<file path="src/rtl/nccPkg.sv">
`default_nettype none

package nccPkg;

	// ####################################################################
	// Log word format
	// ####################################################################

	// Fraction bits kept below the leading one.
	parameter int FracBits = 5;

	// Signed descriptor pixel in sign-magnitude form.
	typedef struct packed {
		logic neg;
		logic [6:0] mag;
	} descPix_t;

	// One payload byte, read as a descriptor or as a window pixel.
	typedef union packed {
		descPix_t desc;
		logic [7:0] win;
	} pixelPayload_t;

	// Input stream beat.
	typedef struct packed {
		logic isDesc;
		pixelPayload_t payload;
	} inBeat_t;

	// Approximate base-2 log of an 8-bit magnitude.
	// exp is the leading one position.
	// frac is left justified and zero padded.
	typedef struct packed {
		logic zero;
		logic [2:0] exp;
		logic [FracBits-1:0] frac;
	} logWord_t;

	// Decode to execute word.
	// neg stays low for window beats.
	typedef struct packed {
		logic valid;
		logic isDesc;
		logic neg;
		logWord_t lw;
	} decoded_t;

	// Log operand with its sign, as it moves along the tap chain.
	typedef struct packed {
		logic neg;
		logWord_t lw;
	} tapWord_t;

endpackage

`default_nettype wire
</file>
<file path="src/rtl/nccLogTop.sv">
`timescale 1ns/1ps
`default_nettype none

module nccLogTop #(
	parameter int NumTaps = 8,
	localparam int ScoreBits = 17 + $clog2(NumTaps)
) (
	input logic clk,
	input logic rst,
	input nccPkg::inBeat_t inBeat,
	input logic inValid,
	output logic inReady,
	output logic signed [ScoreBits-1:0] score,
	output logic scoreValid,
	input logic scoreReady
);

	// Global pipeline enable.
	logic advance;
	// Decode to execute.
	nccPkg::decoded_t dec;
	// Execute to result.
	logic signed [ScoreBits-1:0] sum;
	logic sumValid;

	// ####################################################################
	// Stall control
	// ####################################################################

	// All stages move together.
	// They stop only while a score is held back.
	assign advance = !scoreValid || scoreReady;
	assign inReady = advance;

	// ####################################################################
	// Stages
	// ####################################################################

	// Decode.
	logDecode decode (.clk, .rst, .advance, .inBeat, .inValid, .dec);

	// Execute.
	tapArray #(
		.NumTaps(NumTaps)
	) execute (.clk, .rst, .advance, .dec, .sum, .sumValid);

	// Result.
	scoreResult #(
		.NumTaps(NumTaps)
	) result (.clk, .rst, .advance, .sum, .sumValid, .score, .scoreValid);

endmodule

`default_nettype wire

</file>
<file path="src/rtl/scoreResult.sv">
`timescale 1ns/1ps
`default_nettype none

module scoreResult #(
	parameter int NumTaps = 8,
	localparam int ScoreBits = 17 + $clog2(NumTaps)
) (
	input logic clk,
	input logic rst,
	input logic advance,
	input logic signed [ScoreBits-1:0] sum,
	input logic sumValid,
	output logic signed [ScoreBits-1:0] score,
	output logic scoreValid
);

	// ####################################################################
	// Output register
	// ####################################################################

	// advance is low only when a score waits on a stalled consumer.
	// The held score therefore stays put until it is taken.
	always_ff @(posedge clk or posedge rst) begin
		if (rst) begin
			score <= '0;
		end else if (advance) begin
			score <= sum;
		end
	end

	// Valid flag of the output stream.
	// Cleared on a transfer unless a new sum arrives.
	always_ff @(posedge clk or posedge rst) begin
		if (rst) begin
			scoreValid <= 1'b0;
		end else if (advance) begin
			scoreValid <= sumValid;
		end
	end

	// ####################################################################
	// Handshake check
	// ####################################################################

	// A stalled score stays valid and unchanged.
	assert property (@(posedge clk) disable iff (rst)
		scoreValid && !advance |=> scoreValid && $stable(score));

endmodule

`default_nettype wire

</file>
<file path="src/rtl/tapArray.sv">
`timescale 1ns/1ps
`default_nettype none

module tapArray #(
	parameter int NumTaps = 8,
	localparam int ScoreBits = 17 + $clog2(NumTaps)
) (
	input logic clk,
	input logic rst,
	input logic advance,
	input nccPkg::decoded_t dec,
	output logic signed [ScoreBits-1:0] sum,
	output logic sumValid
);

	// Fill counter counts up to NumTaps inclusive.
	localparam int CntBits = $clog2(NumTaps) + 1;
	localparam logic [CntBits-1:0] FullCount = CntBits'(NumTaps);

	logic shiftDesc;
	logic shiftWin;
	logic [CntBits-1:0] fill;
	nccPkg::tapWord_t head;
	nccPkg::tapWord_t descFeed [NumTaps];
	nccPkg::tapWord_t winFeed [NumTaps];
	nccPkg::tapWord_t descLink [NumTaps];
	nccPkg::tapWord_t winLink [NumTaps];
	logic signed [16:0] terms [NumTaps];

	// Each chain shifts only on its own beat kind.
	assign shiftDesc = advance && dec.valid && dec.isDesc;
	assign shiftWin = advance && dec.valid && !dec.isDesc;

	// Head of both chains.
	assign head.neg = dec.neg;
	assign head.lw = dec.lw;

	// ####################################################################
	// Tap chain
	// ####################################################################

	for (genvar i = 0; i < NumTaps; i++) begin : gTap
		if (i == 0) begin : gFirst
			assign descFeed[i] = head;
			assign winFeed[i] = head;
		end else begin : gNext
			assign descFeed[i] = descLink[i-1];
			assign winFeed[i] = winLink[i-1];
		end
		logTap tap (.clk, .rst, .shiftDesc, .shiftWin,
			.descIn(descFeed[i]), .winIn(winFeed[i]),
			.descOut(descLink[i]), .winOut(winLink[i]), .term(terms[i]));
	end

	// Window fill count.
	// sumValid follows the shift so it matches the new tap contents.
	always_ff @(posedge clk or posedge rst) begin
		if (rst) begin
			fill <= '0;
			sumValid <= 1'b0;
		end else if (advance) begin
			sumValid <= shiftWin && (fill >= FullCount - 1'b1);
			if (shiftDesc) begin
				fill <= '0;
			end else if (shiftWin && fill != FullCount) begin
				fill <= fill + 1'b1;
			end
		end
	end

	// Signed adder tree over the taps.
	always_comb begin
		sum = '0;
		for (int i = 0; i < NumTaps; i++) begin
			sum = sum + ScoreBits'(terms[i]);
		end
	end

endmodule

`default_nettype wire

</file>
<file path="src/rtl/logTap.sv">
`timescale 1ns/1ps
`default_nettype none

module logTap (
	input logic clk,
	input logic rst,
	input logic shiftDesc,
	input logic shiftWin,
	input nccPkg::tapWord_t descIn,
	input nccPkg::tapWord_t winIn,
	output nccPkg::tapWord_t descOut,
	output nccPkg::tapWord_t winOut,
	output logic signed [16:0] term
);

	// Log sum pieces.
	logic [nccPkg::FracBits:0] fracSum;
	logic [3:0] expSum;
	// Mantissa shifted by the exponent sum.
	logic [nccPkg::FracBits+15:0] shifted;
	logic [15:0] product;
	logic negTerm;

	// Descriptor register of this tap.
	always_ff @(posedge clk or posedge rst) begin
		if (rst) begin
			descOut <= '0;
		end else if (shiftDesc) begin
			descOut <= descIn;
		end
	end

	// Window register of this tap.
	always_ff @(posedge clk or posedge rst) begin
		if (rst) begin
			winOut <= '0;
		end else if (shiftWin) begin
			winOut <= winIn;
		end
	end

	// Add the logs.
	// A fraction carry bumps the exponent.
	always_comb begin
		fracSum = {1'b0, descOut.lw.frac} + {1'b0, winOut.lw.frac};
		expSum = {1'b0, descOut.lw.exp} + {1'b0, winOut.lw.exp} +
			{3'b000, fracSum[nccPkg::FracBits]};
		// Antilog is (1.F) times 2^E with the fraction dropped.
		shifted = {15'd0, 1'b1, fracSum[nccPkg::FracBits-1:0]} << expSum;
		product = shifted[nccPkg::FracBits +: 16];
		// Only the descriptor carries a sign.
		negTerm = descOut.neg;
	end

	always_comb begin
		if (descOut.lw.zero || winOut.lw.zero) begin
			term = '0;
		end else if (negTerm) begin
			term = -$signed({1'b0, product});
		end else begin
			term = $signed({1'b0, product});
		end
	end

	// A zero operand must kill the term.
	assert property (@(posedge clk) disable iff (rst)
		(descOut.lw.zero || winOut.lw.zero) |-> term == '0);

endmodule

`default_nettype wire

</file>
<file path="src/rtl/logDecode.sv">
`timescale 1ns/1ps
`default_nettype none

module logDecode (
	input logic clk,
	input logic rst,
	input logic advance,
	input nccPkg::inBeat_t inBeat,
	input logic inValid,
	output nccPkg::decoded_t dec
);

	// Magnitude picked from the payload.
	logic [7:0] mag;
	// Binary search intermediates.
	logic [3:0] upper4;
	logic [1:0] upper2;
	logic [2:0] lead;
	// Magnitude with the leading one moved to bit 7.
	logic [7:0] justified;
	nccPkg::logWord_t lwNext;
	nccPkg::decoded_t decNext;

	// ####################################################################
	// Payload decode
	// ####################################################################

	// Descriptors use the 7-bit magnitude.
	// Window pixels use the whole byte.
	always_comb begin
		if (inBeat.isDesc) begin
			mag = {1'b0, inBeat.payload.desc.mag};
		end else begin
			mag = inBeat.payload.win;
		end
	end

	// ####################################################################
	// Leading one and fraction
	// ####################################################################

	// Halve the search window at each step.
	// Top nibble first, then the top pair, then the top bit.
	always_comb begin
		lead[2] = |mag[7:4];
		upper4 = lead[2] ? mag[7:4] : mag[3:0];
		lead[1] = |upper4[3:2];
		upper2 = lead[1] ? upper4[3:2] : upper4[1:0];
		lead[0] = upper2[1];
	end

	// Shift the leading one up to bit 7.
	// Bits below it become the fraction, zero filled from below.
	assign justified = mag << (3'd7 - lead);

	always_comb begin
		lwNext.zero = (mag == 8'd0);
		lwNext.exp = lead;
		lwNext.frac = justified[6 -: nccPkg::FracBits];
	end

	always_comb begin
		decNext.valid = inValid;
		decNext.isDesc = inBeat.isDesc;
		// Only descriptors carry a sign.
		decNext.neg = inBeat.isDesc & inBeat.payload.desc.neg;
		decNext.lw = lwNext;
	end

	// ####################################################################
	// Decode register
	// ####################################################################

	// Moves only with the rest of the pipeline.
	always_ff @(posedge clk or posedge rst) begin
		if (rst) begin
			dec <= '0;
		end else if (advance) begin
			dec <= decNext;
		end
	end

	// A 7-bit descriptor magnitude never has its leading one at bit 7.
	assert property (@(posedge clk) disable iff (rst)
		dec.valid && dec.isDesc && !dec.lw.zero |-> dec.lw.exp < 3'd7);

endmodule

`default_nettype wire

</file>
<file path="config.mk">
export PLATFORM = sky130hd
export DESIGN_NAME = nccLogTop
export DESIGN_NICKNAME = d
export VERILOG_FILES = /design/src/rtl/nccPkg.sv /design/src/rtl/nccLogTop.sv /design/src/rtl/scoreResult.sv /design/src/rtl/tapArray.sv /design/src/rtl/logTap.sv /design/src/rtl/logDecode.sv
export SDC_FILE = /design/constraint.sdc
export NUM_CORES = 1
export LEC_CHECK = 0
export BUFFER_PORTS_ARGS = -buffer_cell sky130_fd_sc_hd__buf_2
export CORE_ASPECT_RATIO = 0.6
export CORE_MARGIN = 4
export CORE_UTILIZATION = 67
export CTS_BUF_LIST = sky130_fd_sc_hd__clkbuf_16
export DETAILED_ROUTE_END_ITERATION = 6
export PLACE_DENSITY = 0.84
export SLEW_MARGIN = 20
export SYNTH_ARGS = -nofsm -noshare
export SYNTH_HDL_FRONTEND = slang
export SYNTH_SLANG_ARGS = --single-unit
</file>
<file path="constraint.sdc">
create_clock -name clk -period 18.5 [get_ports clk]
set_input_delay 0 -clock clk [delete_from_list [all_inputs] [get_ports clk]]
set_output_delay 0 -clock clk [all_outputs]
set_load 0.005 [all_outputs]
</file>
==> impl_metrics.env, run 1 <==
export IMPL_syn_area_per_cell_um2=8.44
export IMPL_start_util=0.684
export IMPL_cap_violations=0
export IMPL_antenna_cells=0
export IMPL_cts_tree="yes"
export IMPL_cts_htree_levels=4
export IMPL_drive_gt1_frac=0.106
export IMPL_ctsRootBufferMaster="clkbuf_16"
export IMPL_totalWireLength_mm=63.8
export IMPL_slew_headroom=0.288
export IMPL_drtIter0Drc=2763
export IMPL_syn_nets=2672
export IMPL_min_delay_path_depth=3
export IMPL_ios=35
export IMPL_finalHoldViolations=0
export IMPL_synth_yosys_seq_area_share=0.230
export IMPL_die_x_um=235
export IMPL_crit_path_max_fanout=20
export IMPL_synthTopCellsByArea="dfrtp_1 (23%), fa_1 (11%), mux2_2 (7.4%)"
export IMPL_via_count=19100
export IMPL_numCtsBuffers=17
export IMPL_hold_end="decode.dec[4]"
export IMPL_status="finished, violations left"
export IMPL_synth_top_cell_by_area="dfrtp_1"
export IMPL_async_flop_share=1.00
export IMPL_yosysWarnings=0
export IMPL_rows=49
export IMPL_grt_pass1_vias=17700
export IMPL_drc=3
export IMPL_max_freq_mhz=88.8
export IMPL_routedWlPerCell_um=22.6
export IMPL_period_share=0.608
export IMPL_grt_max_degree=128
export IMPL_max_clock_path_buffers=2
export IMPL_hold_path_class="in -> reg"
export IMPL_cp_required_ns=18.83
export IMPL_synth_ff_type="dfrtp_1"
export IMPL_max_stage_delay_ns=0.95
export IMPL_synth_top_area_share=0.230
export IMPL_worst_slew_pin_slew_ns=1.06
export IMPL_ys_types=89
export IMPL_postRouteAntennaNets=0
export IMPL_timing_critical_path_to_type="flop"
export IMPL_critPathSlowestCell="fa_1"
export IMPL_setup_tns_ns=0
export IMPL_syn_inst=2443
export IMPL_drtPass1Iterations=7
export IMPL_rsz0062_at_grt="false"
export IMPL_syn_to_final_growth_pct=5.08
export IMPL_gp_congestion=1.04
export IMPL_vias_per_cell=6.77
export IMPL_finalMaxSlewViolations=0
export IMPL_timing_rr_end="result.score[18]"
export IMPL_die_y_um=144
export IMPL_fin_crit_ns=11.26
export IMPL_worstSkewPairLatency_ns=0.47
export IMPL_grt_remaining_overflow=0
export IMPL_core_mm2=0.0302
export IMPL_synth_area_mm2=0.0206
export IMPL_crit_top_cell="fa_1"
export IMPL_cts_sinks=190
export IMPL_synth_enable_flop_cells=0
export IMPL_path_buf_inv=5
export IMPL_die_area_mm2=0.0338
export IMPL_cts_resized=0
export IMPL_ys_ff_latch=190
export IMPL_clk_pin_slew_ns=0.08
export IMPL_r2r_cells=41
export IMPL_reg2reg_slack_ns=7.24
export IMPL_critPathTopFamily="adder cells"
export IMPL_antenna_found_initial=2
export IMPL_hold_start="inBeat[6]"
export IMPL_io_buffers=34
export IMPL_grt_first_pass_wirelength_mm=99.1
export IMPL_worst_r2r_startpoint="execute.gTap[0].tap.winOut[1]"
export IMPL_layout_nets=2631
export IMPL_fin_skew_ns=0.0158
export IMPL_finalSetupViolCount=0
export IMPL_post_dp_hpwl_mm=49.4
export IMPL_setup_worst_path_start_class="flop"
export IMPL_arrival_ns=11.59
export IMPL_grt_total_usage=0.381
export IMPL_failed_checks="DRC"
export IMPL_critical_path_class="reg -> reg"
export IMPL_final_fill_count=2310
[cells by family after synthesis]
kind of cell             synth area share
multiplexers                       0.0876
buffers and inverters              0.0553
adder cells (fa/ha/maj)             0.173
AND/OR/NAND/NOR                     0.187
AO/OA/AOI/OAI                       0.206
XOR/XNOR                           0.0616
flip-flops                          0.230
[routing by layer]
metal  GRT usage  part of all wire  vias to the layer above
met1       0.567              0.44                     9206
met5      0.0114           0.00085                        -
li1            -                 -                     8636
met3       0.183              0.16                       91
met2       0.502              0.39                     1178
met4      0.0711             0.016                        2
[state kept, by name, summed over array words and instances (netlist names)]
signal,count
execute.gTap.tap.winOut,72
execute.fill,4
execute.gTap.tap.descOut,72
result.scoreValid,1
decode.dec,12
result.score,20
execute.gTap.tap.negTerm,8
execute.sumValid,1
[metrics by stage]
step | instance area [µm²] | worst slack, ns | util | hold slack [ns] | cells
final | 21700 | 7.24 | 0.719 | 0.0217 | 2823
after global routing | 21700 | 6.83 | 0.719 | 0.0253 | 2823
after CTS | 21700 | 7.56 | 0.718 | 0.000483 | 2823
after detailed placement | 21000 | 7.63 | 0.696 | 0.209 | 2782
after global placement | 21000 | 8.06 | 0.696 | 0.198 | 2782
after floorplan | 20600 | 9.06 | - | 0.113 | 2443
[cells in the final DEF, fill, tap and decap left out, drive strengths merged, types with 10 or more instances in the layout]
master,synthesis,routed
nand2,282,282
inv,185,192
dfrtp,190,190
nor2,153,153
o21ai,153,153
mux2,137,137
a21oi,136,136
fa,115,115
ha,101,101
xnor2,82,82
nor3,66,66
xor2,63,63
nand3,60,60
buf,17,44
nand2b,41,41
o31ai,40,40
a21o,37,37
a31oi,28,28
nor2b,28,28
mux2i,26,26
a211oi,23,23
and3,23,23
nor3b,20,20
o21a,20,20
and2,20,20
o211ai,19,19
nand4,17,17
clkbuf,96,17
or2,16,16
o22ai,14,14
or3,14,14
a22oi,13,13
nand3b,11,11
nor4,11,11
o41ai,10,10
o311ai,10,10
clkinv,3,10
[timing repair]
item	4_1_cts	5_1_grt
hold buffers	9	0
endpoints found under the hold margin	133	0
setup buffers	0	0
[synth_stat cells (all sizes together), types with 23 or more instances]
master	n
mux2	137
ha	101
xnor2	82
a31oi	28
a21oi	136
nand2	282
nor2	153
a211oi	23
fa	115
o31ai	40
xor2	63
clkbuf	96
dfrtp	190
a21o	37
nor3	66
nand3	60
inv	185
o21ai	153
and3	23
nor2b	28
nand2b	41
mux2i	26
[tightest hold or removal path, stage by stage]
cell and delay [ns]:
buf_2 0.15, a21oi_1 0.14, o21ai_0 0.13
[how the worst max path moves through the flow]
stage | from | end | cells after the start | slack [ns]
4_1_cts | execute.gTap[0].tap.winOut[1] | result.score[18] | 41 | 7.56
3_3_place_gp | execute.gTap[0].tap.winOut[1] | result.score[18] | 41 | 8.06
2_1_floorplan | execute.gTap[2].tap.winOut[1] | result.score[18] | 43 | 9.06
5_1_grt | execute.gTap[2].tap.descOut[2] | result.score[18] | 41 | 6.83
3_5_place_dp | execute.gTap[0].tap.winOut[1] | result.score[18] | 41 | 7.63
6_report | execute.gTap[0].tap.winOut[1] | result.score[18] | 41 | 7.24
[area by class of cell]
cell class	count	area, µm²	area share
well taps	408	510	0.0235
inverters	188	713	0.0329
clock buffers	17	425	0.0196
clock inverters	15	175	0.00808
repair buffers	53	335	0.0155
multi-input cells	1952	14800	0.681
flip-flops and latches	190	4750	0.219
Power of run 1 is not shown: default switching activity piles up to over one toggle a cycle in this logic, so the estimate is an artifact.
==> inputs of run 2 (changes only) <==
Settings changed: CORE_UTILIZATION 67 to 66, PLACE_DENSITY 0.84 to 0.83.
Clock period 18.5 ns to 11.1 ns, I/O delays scaled along.
==> run 2 against run 1 <==
The flow now finishes without violations. Setup slack worse by 6.7 ns. Global-route usage down 1.7 points. Non-clock buffer count up 5. Critical endpoint unchanged.
==> impl_metrics.env, run 2 (same netlist as run 1, synthesis figures left out) <==
export IMPL_status="complete, no violations"
export IMPL_ios=35
export IMPL_rows=49
export IMPL_finalNonFillerCells=2829
export IMPL_endpoint="result.score[18]"
export IMPL_cp_required_ns=11.42
export IMPL_core_mm2=0.0303
export IMPL_cap_violations=0
export IMPL_gp_congestion=1.05
export IMPL_min_delay_path_depth=3
export IMPL_routedWlPerCell_um=22.4
export IMPL_worst_r2r_startpoint="execute.gTap[0].tap.winOut[1]"
export IMPL_grt_pass1_vias=17600
export IMPL_postRouteAntennaNets=0
export IMPL_drtIter0Drc=2754
export IMPL_startpoint="execute.gTap[0].tap.winOut[1]"
export IMPL_cts_htree_levels=4
export IMPL_worstSkewPairLatency_ns=0.47
export IMPL_hold_path_class="in -> reg"
export IMPL_max_stage_delay_ns=0.70
export IMPL_drive_gt1_frac=0.113
export IMPL_clk_pin_slew_ns=0.08
export IMPL_die_x_um=236
export IMPL_max_clock_path_buffers=2
export IMPL_grt_max_degree=117
export IMPL_worst_slew_pin_slew_ns=1.13
export IMPL_io_buffers=34
export IMPL_critPathSlowestCell="a311oi_1"
export IMPL_antenna_found_initial=0
export IMPL_fin_skew_ns=0.0122
export IMPL_fin_crit_ns=10.60
export IMPL_finalSetupViolCount=0
export IMPL_crit_path_max_fanout=7
export IMPL_finalHoldViolations=0
export IMPL_period_share=0.955
export IMPL_setup_tns_ns=0
export IMPL_layout_nets=2636
export IMPL_totalWireLength_mm=63.5
export IMPL_timing_critical_path_to_type="flop"
export IMPL_die_area_mm2=0.0342
export IMPL_setup_worst_path_start_class="flop"
export IMPL_reg2reg_slack_ns=0.50
export IMPL_top_regs="execute.gTap.tap.descOut: 72 flops, execute.gTap.tap.winOut: 72 flops, result.score: 20 flops"
export IMPL_critical_path_class="reg -> reg"
export IMPL_drtPass1Iterations=6
export IMPL_max_freq_mhz=94.4
export IMPL_vias_per_cell=6.79
export IMPL_ctsRootBufferMaster="clkbuf_16"
export IMPL_die_y_um=145
export IMPL_drc=0
export IMPL_start_util=0.680
export IMPL_final_common_cell="nand2_1"
export IMPL_grt_remaining_overflow=0
export IMPL_post_route_util=0.717
export IMPL_crit_top_cell="fa_1"
export IMPL_post_dp_hpwl_mm=49.2
export IMPL_arrival_ns=10.92
export IMPL_dpl_instance_area_mm2=0.0210
export IMPL_slew_headroom=0.240
export IMPL_timing_rr_end="result.score[18]"
export IMPL_r2r_cells=36
export IMPL_grt_first_pass_wirelength_mm=99.9
export IMPL_final_cell_mix="nand2_1 (282), dfrtp_1 (190), inv_1 (184), nor2_1 (152), o21ai_0 (151)"
export IMPL_via_count=19200
export IMPL_cts_sinks=190
export IMPL_finalMaxSlewViolations=0
export IMPL_cts_tree="yes"
export IMPL_grt_total_usage=0.363
export IMPL_syn_to_final_growth_pct=5.43
export IMPL_placed_cells=2788
export IMPL_postLayoutCellArea_mm2=0.0217
export IMPL_numCtsBuffers=17
==> run 2: metal layers <==
metal  routed length [µm]  vias to the layer above  GRT usage  share of wire
met3                 9720                       71      0.141           0.15
met1                28200                     9316      0.567           0.44
li1                     -                     8655          -              -
met2                24800                     1176      0.481           0.39
met4                  723                        0     0.0630          0.011
met5                    0                        -          0              0
==> run 2: area by class of cell <==
class | count | area [µm²]
inverter | 188 | 713
antenna | 1 | 2.50
clock inverter | 15 | 170
fill | 2322 | 8600
sequential | 190 | 4750
clock buffer | 17 | 425
tap | 408 | 510
multi-input combinational | 1952 | 14800
timing repair buffer | 58 | 368
==> run 2: metrics by stage <==
step / hold slack, ns / worst slack, ns
final: 0.0406 / 0.504
after detailed placement: 0.237 / 0.496
after global routing: 0.0313 / -0.0280
after floorplan: 0.113 / 1.66
after CTS: 0.00277 / 0.427
after global placement: 0.216 / 0.730
==> run 2: repair_timing <==
item                                    4_1_cts  5_1_grt
hold buffers                                  7        0
gates resized for setup                       0       11
hold endpoints to repair                    120        0
endpoints found under the setup margin        0        6
setup buffers                                 0        1
==> run 2: worst min path at each step <==
stage,from,end,slack [ns]
2_1_floorplan,inValid,decode.dec[11],0.11
3_3_place_gp,rst,execute.gTap[5].tap.descOut[3],0.22
3_5_place_dp,rst,execute.gTap[5].tap.descOut[3],0.24
4_1_cts,inBeat[0],decode.dec[0],0.003
5_1_grt,inBeat[0],decode.dec[0],0.03
6_report,inBeat[2],decode.dec[8],0.04
==> run 2: critical path, delay by kind of cell, from the launching register on <==
kind / cells / cell delay (ns)
fa+ha+maj: 9 / 3.80
compound gates: 14 / 3.78
xor+xnor: 4 / 1.14
simple gates: 6 / 1.12
flops: 1 / 0.42
buf+inv: 3 / 0.17
Power of run 2 is left out for the same reason.
